===== config.mk =====
export PLATFORM = sky130hd
export DESIGN_NAME = bdHarnessTop
export DESIGN_NICKNAME = d
export VERILOG_FILES = /design/src/bdHarnessPkg.sv /design/src/hostBusSlave.sv /design/src/downstreamDecoder.sv /design/src/configRegs.sv /design/src/upstreamFifo.sv /design/src/bdHarnessTop.sv
export SDC_FILE = /design/constraint.sdc
export NUM_CORES = 2
export LEC_CHECK = 0
export ABC_AREA = 0
export BUFFER_PORTS_ARGS = -buffer_cell sky130_fd_sc_hd__buf_2
export CAP_MARGIN = 25
export CORE_MARGIN = 2
export CORE_UTILIZATION = 41
export DETAILED_ROUTE_END_ITERATION = 8
export PLACE_DENSITY_LB_ADDON = 0.08
export RECOVER_POWER = 100
export SYNTH_ARGS = -nofsm -noshare
export SYNTH_HDL_FRONTEND = slang
export SYNTH_SLANG_ARGS = --single-unit
export TNS_END_PERCENT = 100

===== constraint.sdc =====
create_clock -name clk -period 10.7 [get_ports clk]
set_input_delay 3.21 -clock clk [delete_from_list [all_inputs] [get_ports clk]]
set_output_delay 3.21 -clock clk [all_outputs]
set_load 0.05 [all_outputs]

===== src/bdHarnessPkg.sv =====
// --------------------
// BD harness shared definitions
// Host word tags, bus addresses and field types
// --------------------
package bdHarnessPkg;

  // Field types
  typedef logic [31:0] wordT;        // Host word in either direction
  typedef logic [15:0] regDataT;     // Register or channel value
  typedef logic [4:0]  regIdT;       // Register or channel index
  typedef logic [5:0]  bdCodeT;      // BD packet code
  typedef logic [19:0] bdPayloadT;   // BD packet payload
  typedef logic [33:0] upPacketT;    // Emulated from-BD packet
  typedef logic [23:0] fromBdLowT;   // First from-BD half
  typedef logic [1:0]  tagT;         // Top two bits of a downstream word
  typedef logic [7:0]  busAdrT;      // Wishbone word address
  typedef logic [7:0]  errCountT;    // Saturating protocol error count

  // --------------------
  // Downstream word tags
  localparam tagT tagToBd = 2'b00;
  localparam tagT tagReg  = 2'b10;
  localparam tagT tagChan = 2'b11;

  localparam logic [7:0] fromBdMark = 8'hFF;  // Whole top byte marks a from-BD half

  // Tag bytes of the two upstream words of one from-BD packet
  localparam logic [7:0] upTagLow  = 8'h01;
  localparam logic [7:0] upTagHigh = 8'h02;

  localparam int fieldLsb = 24;  // Code and index fields start here

  // --------------------
  // Bus map
  localparam busAdrT addrDown     = 8'h00;  // Downstream word write
  localparam busAdrT addrUp       = 8'h01;  // Upstream FIFO pop
  localparam busAdrT addrStatus   = 8'h02;
  localparam busAdrT addrRegBase  = 8'h20;  // 0x20..0x3F
  localparam busAdrT addrChanBase = 8'h40;  // 0x40..0x5F

  // Reserved padding register that discards writes
  localparam regIdT nopRegId = 5'd31;

endpackage


===== src/hostBusSlave.sv =====
// --------------------
// Host bus slave
// Wishbone classic accesses to decoder, register and FIFO operations
// --------------------
module hostBusSlave #(
  parameter int upDepth = 16
) (
  input  logic                          clk,
  input  logic                          arstN,
  input  logic                          wbCyc,
  input  logic                          wbStb,
  input  logic                          wbWe,
  input  bdHarnessPkg::busAdrT          wbAdr,
  input  bdHarnessPkg::wordT            wbDatW,
  output bdHarnessPkg::wordT            wbDatR,
  output logic                          wbAck,
  output logic                          downValid,
  output bdHarnessPkg::wordT            downWord,
  input  logic                          downTake,
  output logic                          rdBank,
  output bdHarnessPkg::regIdT           rdId,
  input  bdHarnessPkg::regDataT         rdData,
  output logic                          upPop,
  input  bdHarnessPkg::wordT            upWordOut,
  input  logic                          upEmpty,
  input  logic [$clog2(upDepth+1)-1:0]  upCount,
  input  bdHarnessPkg::errCountT        protoErrs
);
  import bdHarnessPkg::*;

  typedef enum logic [1:0] {sIdle, sDecode, sWaitTake, sAck} busStateT;

  busStateT state;
  busAdrT   adrQ;        // Address of the access in flight
  logic     weQ;
  wordT     datQ;        // Write data held for the decoder
  logic     isDown;
  logic     inRegBank;
  logic     inChanBank;
  wordT     statusWord;
  wordT     readWord;

  // Address decode on the latched request
  assign isDown     = weQ && (adrQ == addrDown);
  assign inRegBank  = adrQ[7:5] == addrRegBase[7:5];
  assign inChanBank = adrQ[7:5] == addrChanBase[7:5];

  assign rdBank   = inChanBank;   // Channel bank when set
  assign rdId     = adrQ[4:0];
  assign downWord = datQ;

  // Word stays offered until the decoder takes it
  assign downValid = isDown && (state == sDecode || state == sWaitTake);
  assign upPop     = (state == sDecode) && !weQ && (adrQ == addrUp) && !upEmpty;
  assign wbAck     = state == sAck;   // Single-cycle pulse

  assign statusWord = {8'h00, protoErrs, 16'(upCount)};

  // Read data select
  always_comb begin
    readWord = '0;  // Unmapped reads return zero
    if (adrQ == addrUp) begin
      if (!upEmpty) readWord = upWordOut;
    end else if (adrQ == addrStatus) begin
      readWord = statusWord;
    end else if (inRegBank || inChanBank) begin
      readWord = {16'h0000, rdData};
    end
  end

  // --------------------
  // Access FSM
  always_ff @(posedge clk or negedge arstN) begin
    if (!arstN) begin
      state <= sIdle;
      adrQ  <= '0;
      weQ   <= 1'b0;
    end else begin
      case (state)
        sIdle: begin
          if (wbCyc && wbStb) begin
            adrQ  <= wbAdr;
            weQ   <= wbWe;
            state <= sDecode;
          end
        end
        sDecode: state <= (!isDown || downTake) ? sAck : sWaitTake;
        sWaitTake: if (downTake) state <= sAck;   // Stretches under back-pressure
        sAck: state <= sIdle;
        default: state <= sIdle;
      endcase
    end
  end

  // Payload capture
  always_ff @(posedge clk) begin
    if (state == sIdle && wbCyc && wbStb) datQ <= wbDatW;
    if (state == sDecode && !weQ) wbDatR <= readWord;  // Ready with the ack
  end

endmodule


===== src/downstreamDecoder.sv =====
// --------------------
// Downstream word decoder
// Routes host words to registers, the BD port and the upstream queue
// --------------------
module downstreamDecoder (
  input  logic                    clk,
  input  logic                    arstN,
  input  logic                    downValid,
  input  bdHarnessPkg::wordT      downWord,
  output logic                    downTake,
  output logic                    bdValid,
  output bdHarnessPkg::bdCodeT    bdCode,
  output bdHarnessPkg::bdPayloadT bdPayload,
  input  logic                    bdReady,
  output logic                    regWe,
  output logic                    regBank,
  output bdHarnessPkg::regIdT     regId,
  output bdHarnessPkg::regDataT   regData,
  output logic                    upPush,
  output bdHarnessPkg::wordT      upWord,
  input  logic                    upFull,
  output bdHarnessPkg::errCountT  protoErrs
);
  import bdHarnessPkg::*;

  typedef enum logic [1:0] {dIdle, dBdWait, dPushHigh} decStateT;

  decStateT  state;
  logic      halfPending;   // Low from-BD half stored
  fromBdLowT lowHalfQ;
  wordT      hiWordQ;       // Second upstream word of a packet
  upPacketT  packet;
  tagT       tag;
  regIdT     idField;
  logic      isFromBd;
  logic      startBd;
  logic      startPair;

  assign tag      = downWord[31:30];
  assign idField  = downWord[fieldLsb +: $bits(regIdT)];
  assign isFromBd = downWord[31:24] == fromBdMark;   // Checked before the tag
  assign packet   = {downWord[9:0], lowHalfQ};       // Second half gives bits 33:24

  // --------------------
  // Take and push decisions
  always_comb begin
    downTake  = 1'b0;
    upPush    = 1'b0;
    upWord    = downWord;   // Echo of a to-BD word
    startBd   = 1'b0;
    startPair = 1'b0;
    case (state)
      dIdle: begin
        if (downValid) begin
          if (isFromBd) begin
            if (!halfPending) begin
              downTake = 1'b1;
            end else if (!upFull) begin
              upPush    = 1'b1;       // Low word first
              upWord    = {upTagLow, packet[23:0]};
              startPair = 1'b1;
            end
          end else if (tag == tagToBd) begin
            startBd = !upFull;        // Echo space is reserved here
          end else begin
            downTake = 1'b1;          // Register, channel or bad tag
          end
        end
      end
      dBdWait: begin
        if (bdReady) begin            // Transfer, take and echo together
          downTake = 1'b1;
          upPush   = 1'b1;
        end
      end
      dPushHigh: begin
        if (!upFull) begin
          downTake = 1'b1;
          upPush   = 1'b1;
          upWord   = hiWordQ;
        end
      end
      default: ;
    endcase
  end

  // Control state
  always_ff @(posedge clk or negedge arstN) begin
    if (!arstN) begin
      state       <= dIdle;
      bdValid     <= 1'b0;
      bdCode      <= '0;
      bdPayload   <= '0;
      halfPending <= 1'b0;
      regWe       <= 1'b0;
      protoErrs   <= '0;
    end else begin
      regWe <= 1'b0;
      case (state)
        dIdle: begin
          if (startBd) begin          // Valid rises the cycle after the word shows up
            state     <= dBdWait;
            bdValid   <= 1'b1;
            bdCode    <= downWord[fieldLsb +: $bits(bdCodeT)];
            bdPayload <= downWord[$bits(bdPayloadT)-1:0];
          end
          if (startPair) state <= dPushHigh;
          if (downTake) begin
            if (isFromBd) begin
              halfPending <= 1'b1;
            end else if (tag == tagReg || tag == tagChan) begin
              regWe <= !(tag == tagReg && idField == nopRegId);  // Drop padding writes
            end else if (protoErrs != '1) begin
              protoErrs <= protoErrs + 1'b1;                    // Saturates at 255
            end
          end
        end
        dBdWait: begin
          if (bdReady) begin
            bdValid <= 1'b0;
            state   <= dIdle;
          end
        end
        dPushHigh: begin
          if (!upFull) begin
            halfPending <= 1'b0;
            state       <= dIdle;
          end
        end
        default: state <= dIdle;
      endcase
    end
  end

  // Payload registers
  always_ff @(posedge clk) begin
    if (state == dIdle && downTake) begin
      if (isFromBd) lowHalfQ <= downWord[23:0];
      regBank <= tag[0];
      regId   <= idField;
      regData <= downWord[$bits(regDataT)-1:0];
    end
    if (startPair) hiWordQ <= {upTagHigh, 14'h0000, packet[33:24]};
  end

endmodule


===== src/configRegs.sv =====
// --------------------
// Configuration register store
// Register and channel banks of 32 16-bit entries
// --------------------
module configRegs (
  input  logic                  clk,
  input  logic                  arstN,
  input  logic                  regWe,
  input  logic                  regBank,   // Set for the channel bank
  input  bdHarnessPkg::regIdT   regId,
  input  bdHarnessPkg::regDataT regData,
  input  logic                  rdBank,
  input  bdHarnessPkg::regIdT   rdId,
  output bdHarnessPkg::regDataT rdData
);
  import bdHarnessPkg::*;

  localparam int numRegs = 2 ** $bits(regIdT);

  regDataT regMem  [numRegs];
  regDataT chanMem [numRegs];

  // --------------------
  // Write port
  always_ff @(posedge clk or negedge arstN) begin
    if (!arstN) begin
      // Both banks start out zero
      for (int i = 0; i < numRegs; i++) begin
        regMem[i]  <= '0;
        chanMem[i] <= '0;
      end
    end else if (regWe) begin
      if (regBank) begin
        chanMem[regId] <= regData;
      end else begin
        regMem[regId] <= regData;
      end
    end
  end

  // --------------------
  // Combinational read port
  assign rdData = rdBank ? chanMem[rdId] : regMem[rdId];

endmodule


===== src/upstreamFifo.sv =====
// --------------------
// Upstream word FIFO
// Circular buffer with a head view and occupancy count
// --------------------
module upstreamFifo #(
  parameter int upDepth = 16
) (
  input  logic                          clk,
  input  logic                          arstN,
  input  logic                          upPush,
  input  bdHarnessPkg::wordT            upWord,
  input  logic                          upPop,
  output bdHarnessPkg::wordT            upWordOut,
  output logic                          upFull,
  output logic                          upEmpty,
  output logic [$clog2(upDepth+1)-1:0]  upCount
);
  import bdHarnessPkg::*;

  localparam int ptrW = (upDepth > 1) ? $clog2(upDepth) : 1;

  typedef logic [ptrW-1:0] ptrT;

  wordT mem [upDepth];
  ptrT  wrPtr;
  ptrT  rdPtr;
  logic doPush;
  logic doPop;

  // Pointer step that wraps at any depth
  function automatic ptrT nextPtr(input ptrT p);
    ptrT n;
    n = (p == ptrT'(upDepth - 1)) ? '0 : p + 1'b1;
    return n;
  endfunction

  assign upFull    = upCount == upDepth;
  assign upEmpty   = upCount == '0;
  assign doPush    = upPush && !upFull;    // Full push is lost here
  assign doPop     = upPop && !upEmpty;
  assign upWordOut = mem[rdPtr];           // Head word

  // --------------------
  // Pointers and count
  always_ff @(posedge clk or negedge arstN) begin
    if (!arstN) begin
      wrPtr   <= '0;
      rdPtr   <= '0;
      upCount <= '0;
    end else begin
      if (doPush) wrPtr <= nextPtr(wrPtr);
      if (doPop) rdPtr <= nextPtr(rdPtr);
      case ({doPush, doPop})
        2'b10: upCount <= upCount + 1'b1;
        2'b01: upCount <= upCount - 1'b1;
        default: ;   // Both or neither leave it
      endcase
    end
  end

  // Storage
  always_ff @(posedge clk) begin
    if (doPush) mem[wrPtr] <= upWord;
  end

endmodule


===== src/bdHarnessTop.sv =====
// --------------------
// BD harness top
// Host bus slave, decoder, register store and upstream queue
// --------------------
module bdHarnessTop #(
  parameter int upDepth = 16
) (
  input  logic                    clk,
  input  logic                    arstN,
  input  logic                    wbCyc,
  input  logic                    wbStb,
  input  logic                    wbWe,
  input  bdHarnessPkg::busAdrT    wbAdr,
  input  bdHarnessPkg::wordT      wbDatW,
  output bdHarnessPkg::wordT      wbDatR,
  output logic                    wbAck,
  output logic                    bdValid,
  output bdHarnessPkg::bdCodeT    bdCode,
  output bdHarnessPkg::bdPayloadT bdPayload,
  input  logic                    bdReady
);
  import bdHarnessPkg::*;

  // Host to decoder
  logic downValid;
  wordT downWord;
  logic downTake;

  // Register write and read
  logic    regWe;
  logic    regBank;
  regIdT   regId;
  regDataT regData;
  logic    rdBank;
  regIdT   rdId;
  regDataT rdData;

  // Upstream queue
  logic                         upPush;
  wordT                         upWord;
  logic                         upPop;
  wordT                         upWordOut;
  logic                         upFull;
  logic                         upEmpty;
  logic [$clog2(upDepth+1)-1:0] upCount;
  errCountT                     protoErrs;

  hostBusSlave #(.upDepth(upDepth)) uBus (
    .clk, .arstN, .wbCyc, .wbStb, .wbWe, .wbAdr, .wbDatW, .wbDatR, .wbAck,
    .downValid, .downWord, .downTake, .rdBank, .rdId, .rdData,
    .upPop, .upWordOut, .upEmpty, .upCount, .protoErrs
  );

  downstreamDecoder uDecoder (
    .clk, .arstN, .downValid, .downWord, .downTake,
    .bdValid, .bdCode, .bdPayload, .bdReady,
    .regWe, .regBank, .regId, .regData,
    .upPush, .upWord, .upFull, .protoErrs
  );

  configRegs uRegs (
    .clk, .arstN, .regWe, .regBank, .regId, .regData, .rdBank, .rdId, .rdData
  );

  upstreamFifo #(.upDepth(upDepth)) uUpFifo (
    .clk, .arstN, .upPush, .upWord, .upPop, .upWordOut, .upFull, .upEmpty, .upCount
  );

endmodule


# Word-level counts from Yosys, hierarchy flattened
# Memory sizes are Yosys's and may differ from the RTL's.
# Index checks and enable logic that the tools add are counted.
dict set report word_totals {
  reg_bits 1207
  mem_bits_rw 512
  input_bits 46
  output_inout_bits 60
  word_cells 227
  mem_count 1
}
dict set report op_classes {
  add_sub_neg 5
  n_lt_le_gt_ge 3
  n_eq_ne 27
  mux 62
  bitwise_logic 5
  reduce_logical 40
}
# memory words word_bits read_ports rd_clocked_by_memory_dff wr line_no
set memory_table {}
lappend memory_table {uUpFifo.mem 16 32 1 0 1 upstreamFifo.sv:24} ;# wordT mem [upDepth];
# cell n
set ops {}
lappend ops {{$bwmux W512} 2}
lappend ops {{$mux W32} 8}
lappend ops {{$bmux W16 S5} 2}
lappend ops {{$mux W16} 7}
lappend ops {{$demux W16 S5} 1}
lappend ops {{$pmux W32 S2} 1}
lappend ops {{$mux W1} 26}
lappend ops {{$logic_and A1 B1 Y1} 13}
lappend ops {{$eq A2 B2 Y1 const B} 6}
lappend ops {{$ge A6 B6 Y1 const B} 2}
lappend ops {{$mux W2} 6}
lappend ops {{$not A5 Y6} 2}
lappend ops {{$reduce_and A2 Y1} 6}
lappend ops {{$eq A5 B5 Y1 const B} 2}
lappend ops {{$pmux W5 S2} 1}
lappend ops {{$add A4 B1 Y4 const B} 2}
lappend ops {{$add A8 B1 Y8 const B} 1}
lappend ops {{$eq A4 B4 Y1 const B} 2}
lappend ops {{$eq A8 B1 Y1 const B} 1}
lappend ops {{$eq A8 B2 Y1 const B} 1}
lappend ops {{$eq A8 B8 Y1 const B} 1}
lappend ops {{$logic_not A8 Y1} 1}
lappend ops {{$mux W4} 2}
lappend ops {{$ne A2 B1 Y1 const B} 4}
lappend ops {{other kinds (22)} 42}

# Longest topological paths before layout
dict set report depth {
  depth_word 9
  mapped_depth 16
  ltp_nobuf 15
}

# Modules after synthesis
# Synthesis repeated with hierarchy kept, for this count alone.
dict set report unflattened {
  cells_unflattened 4430
  hier_area_um2 74617.8
}
# mod n_inst cells_each area_per_inst_um2
set modules_own_cells {}
lappend modules_own_cells {configRegs 1 3008 47416.7}
lappend modules_own_cells {upstreamFifo 1 985 20474.6}
lappend modules_own_cells {downstreamDecoder 1 271 3793.6}
lappend modules_own_cells {hostBusSlave 1 166 2932.8}

# Worst setup path after synthesis
# Ideal clock, no wire load.
dict set report synth_timing {
  path_type {input port to flip-flop}
  from {input port bdReady}
  to {memory uUpFifo.mem[5][0] (netlist name), enable pin}
  setup_ps 468
  arrival_ps 6200
  required_ps 10232
  setup_slack_ps 4032
  stages 4
  n_path_buf 0
  cell_sequence {nand3b_1 -> nand2_1 -> o2111ai_1 -> nor3b_1}
}
dict set report synth_via {
  elab_chain_len 5
}
# element line_no
set synth_rtl {}
lappend synth_rtl {{from (decl)} bdHarnessTop.sv:20} ;# input logic bdReady
lappend synth_rtl {{$mux W1} downstreamDecoder.sv:71} ;# if (bdReady) begin
lappend synth_rtl {{$pmux W1 S3} downstreamDecoder.sv:52} ;# case (state)
lappend synth_rtl {{$logic_and A1 B1 Y1} upstreamFifo.sv:39} ;# assign doPush = upPush && !upFull;
lappend synth_rtl {{$mux W1} upstreamFifo.sv:63} ;# if (doPush) mem[wrPtr] <= upWord;
lappend synth_rtl {{$mux W1 (implied by the code)} upstreamFifo.sv:63}
lappend synth_rtl {{to (decl)} upstreamFifo.sv:24}
# Every way passes these cells.

# Worst setup path in the final report
dict set report layout_timing {
  from {register uBus.adrQ[2]}
  to {memory uUpFifo.mem[15][19] (netlist name), data pin}
}
dict set report layout_via {
  elab_chain_len 5
}
# element line_no
set layout_rtl {}
lappend layout_rtl {{from (decl)} hostBusSlave.sv:34} ;# busAdrT adrQ;
lappend layout_rtl {{from (signal assigned)} hostBusSlave.sv:82} ;# adrQ <= wbAdr;
lappend layout_rtl {{$logic_not A8 Y1} hostBusSlave.sv:44} ;# assign isDown = weQ && (adrQ == addrDown);
lappend layout_rtl {{$logic_and A1 B1 Y1} hostBusSlave.sv:44}
lappend layout_rtl {{$logic_and A1 B1 Y1} hostBusSlave.sv:53} ;# assign downValid = isDown && (state == sDecode || state == sWaitTake);
lappend layout_rtl {{$mux W32} downstreamDecoder.sv:54} ;# if (downValid) begin
lappend layout_rtl {{$pmux W32 S2} downstreamDecoder.sv:52}
lappend layout_rtl {{named net uDecoder.upWord[19]} downstreamDecoder.sv:20} ;# output bdHarnessPkg::wordT upWord,
# The timed path passes the listed nets, and every way through them passes these cells.

==> summary.md <==
| Metric | Value |
|---|---|
| Max Root-Sink Buffers | 3 |
| Drt drc | 0 |
| Yosys reg bits | 1719 |
| Die height | 427 um |
| Vias in the first global route | 40549 |
| Total setup buffers inserted after CTS | 0 |
| Clk_skew | 37.8 ps |
| Setup TNS | 0 ps |
| Worst VDD drop | 159 uV |
| Status | finished, violations left |
| Post-CTS Hold Fix Bufs | 0 |
| Syn_nets | 4285 |
| Sequential area share after synthesis | 0.628 |
| Nets | 4396 |
| P_leak | 34.6 nW |
| Clock slew at reported path FFs | 60 ps |
| CTS tree | yes |
| FP Rows | 155 |
| Port Buffers | 105 |
| Min-delay src | uBus.downWord[21] |
| Detail Placement HPWL | 124 mm |
| Pin count of the biggest net entering global routing | 171 |
| Clock Latency Late Sink | 830 ps |
| Drt via density | 5.66 |
| Wire per inst | 29.8 um |
| Placer congestion estimate | 0.785 |
| Startpoint Class | flop |
| Area Growth Syn to Fin | 12.3% |
| Via count | 38764 |
| Post-CTS Resized | 0 |
| First-pass DRT Iterations | 6 |
| Slew headroom | -1.68 |
| Most common cell after layout, fill and taps aside | dfrtp_1 |
| Most frequent cells in the layout | 1081 x dfrtp_1, 1063 x mux2_2, 632 x edfxtp_1, 394 x mux4_2, 208 x clkbuf_1 |
| Max frequency | 0.138 GHz |
| Post-Synthesis Cell Area | 73500 um2 |
| Post-synth cell types | 67 |
| RR Startpoint | uBus.adrQ[2] |
| TritonCTS Buffers | 188 |
| CP Class | reg2reg |
| Synth Flop Type | dfrtp_1 |
| Post-synth EDFFs | 632 |
| GRT Total Usage | 0.227 |
| Final slew viol count | 1480 |
| Core area | 178000 um2 |
| Number of synthesis warnings | 0 |
| Failing checks | max-capacitance violations, max-slew violations |
| Worst EP required | 11230 ps |
| Crit end category | flop |
| CP startpoint | uBus.adrQ[2] |
| Grt ovf | 0 |
| Pwr Density | 195 nW/um2 |
| Gate Count Post-Synth | 4225 |
| Root Driver | clkbuf_16 |
| Power Total | 16.1 mW |
| Hold Path Class | reg2reg |
| First-pass GRT wire length | 299 mm |
| Final period utilization | 0.679 |
| RSZ-0062 raised after global routing | no |
| Min Tclk post-route | 7260 ps |
| Final setup violation count | 0 |
| Worst Tran Pin Value | 4020 ps |
| Share of layout cells above drive strength 1 | 0.423 |
| Total die area | 183000 um2 |
| Max Cap Viol | 66 |
| Final hold violations | 0 |
| FFs w/ async S/R, synth | 0.632 |
| Post-Syn Area per Cell | 17.4 um2 |
| Initial Utilization | 0.412 |
| Final wirelength | 204 mm |
| CP arrival | 7790 ps |
| Iter 0 DRT Violations | 2634 |
| ANT nets after route | 0 |
| H-tree levels | 4 |
| Die width | 427 um |
| Top Ports | 106 |
| Worst-path maximum fanout | 32 |
| CTS sink cnt | 1719 |
| Initial antenna violation count | 11 |
Yosys cell counts, drive strengths merged, types with 3 or more instances:
library cell | number | area, um2
nor4 | 4 | 70.1
mux4 | 394 | 8870
nor2b | 18 | 113
a22o | 18 | 158
nor3 | 15 | 90.1
nand2b | 11 | 68.8
o211ai | 10 | 75.1
nand4 | 7 | 50.1
inv | 10 | 37.5
clkbuf | 172 | 646
xor2 | 6 | 52.6
mux2i | 116 | 1160
nor3b | 12 | 100
a21oi | 27 | 135
o21a | 4 | 30.0
nand3b | 5 | 37.5
nand3 | 20 | 105
a211oi | 6 | 45.0
ha | 14 | 175
or3 | 3 | 18.8
buf | 169 | 996
mux2 | 1072 | 12100
and3 | 15 | 93.8
a21o | 13 | 97.6
a32oi | 3 | 26.3
dfrtp | 1087 | 27200
xnor2 | 10 | 87.6
nand2 | 109 | 409
edfxtp | 632 | 19000
nor2 | 76 | 323
o21ai | 44 | 220
o22ai | 9 | 56.3
o31ai | 4 | 30.0
a22oi | 23 | 173
a221oi | 40 | 350
and2 | 18 | 113
o221ai | 3 | 26.3
a221o | 4 | 40.0
o2111ai | 4 | 41.3
through the flow:
| step | worst slack (ps) | utilization | cell area, um2 | cells | hold WS (ps) |
|---|---|---|---|---|---|
| 2_1_floorplan | 4030 | - | 73500 | 4225 | 426 |
| 3_3_place_gp | 4780 | 0.431 | 76800 | 6492 | 431 |
| 3_5_place_dp | 4730 | 0.431 | 76900 | 6498 | 431 |
| 4_1_cts | 5420 | 0.467 | 83300 | 6844 | 446 |
| 5_1_grt | 2890 | 0.463 | 82500 | 6848 | 473 |
| 6_report | 3440 | 0.463 | 82500 | 6853 | 448 |
worst max-delay path: stages, from the launching register on:
cell	delay, ps
dfrtp_1	1020
nor4_1	1340
nand4_1	570
nor3_1	1670
clkbuf_1	1260
o21ai_0	730
clkbuf_1	360
worst paths after layout:
path / to / slack, ps / depth (start not counted)
worst max-delay path: uUpFifo.mem[15][19] / 3440 / 6
worst min register to register: uDecoder.lowHalfQ[21] / 450 / 0
worst max register to register: uUpFifo.mem[15][19] / 3440 / 6
max in group asynchronous: uRegs.regMem[393] / 3710 / 3
min in group asynchronous: uRegs.chanMem[360] / 2400 / 1
worst min-delay path: uDecoder.lowHalfQ[21] / 450 / 0
layer usage:
metal,track usage,part of all wire,vias to the layer above
li1,-,-,16497
met1,0.305,0.44,21261
met2,0.390,0.51,751
met3,0.0288,0.032,253
met4,0.0603,0.024,2
met5,0,0.000064,-
flip-flops by register name, summed over array words and instances, names as in the netlist, 10 cells and up:
| register | cells |
|---|---|
| uDecoder.regData | 16 |
| uDecoder.bdPayload | 20 |
| uDecoder.lowHalfQ | 24 |
| uRegs.chanMem | 512 |
| uBus.downWord | 32 |
| uDecoder.hiWordQ | 10 |
| uBus.wbDatR | 32 |
| uUpFifo.mem | 512 |
| uRegs.regMem | 512 |
logic make-up (layout without fill, tap and decap cells):
kind of cell	Yosys count	after routing	share of synthesized area
and+or+nand+nor	318	318	0.0222
AOI/OAI and AO/OA	224	224	0.0218
adders and majority gates	14	14	0.00238
DFF	1719	1719	0.628
muxes	1582	1582	0.301
other	0	6	0
xor gates and xnor gates	16	16	0.00191
buffers and inverters	352	619	0.0229
power by group:
part,internal [mW],leakage (nW),switching (mW)
Combinational,0.724,10.6,1.47
Clock,3.90,3.13,2.75
Sequential,6.99,20.8,0.247
area by class of cell:
| cell class | instances | area (um2) |
|---|---|---|
| diodes | 6 | 15.0 |
| clock buffers | 255 | 5270 |
| clock inverters | 91 | 1100 |
| fillers | 15567 | 95700 |
| inverters | 11 | 41.3 |
| multi-input cells | 2154 | 25700 |
| flip-flops and latches | 1719 | 46200 |
| well taps | 2355 | 2950 |
| repair buffers | 262 | 1310 |
Note: power is estimated with default switching activity, not from simulation.
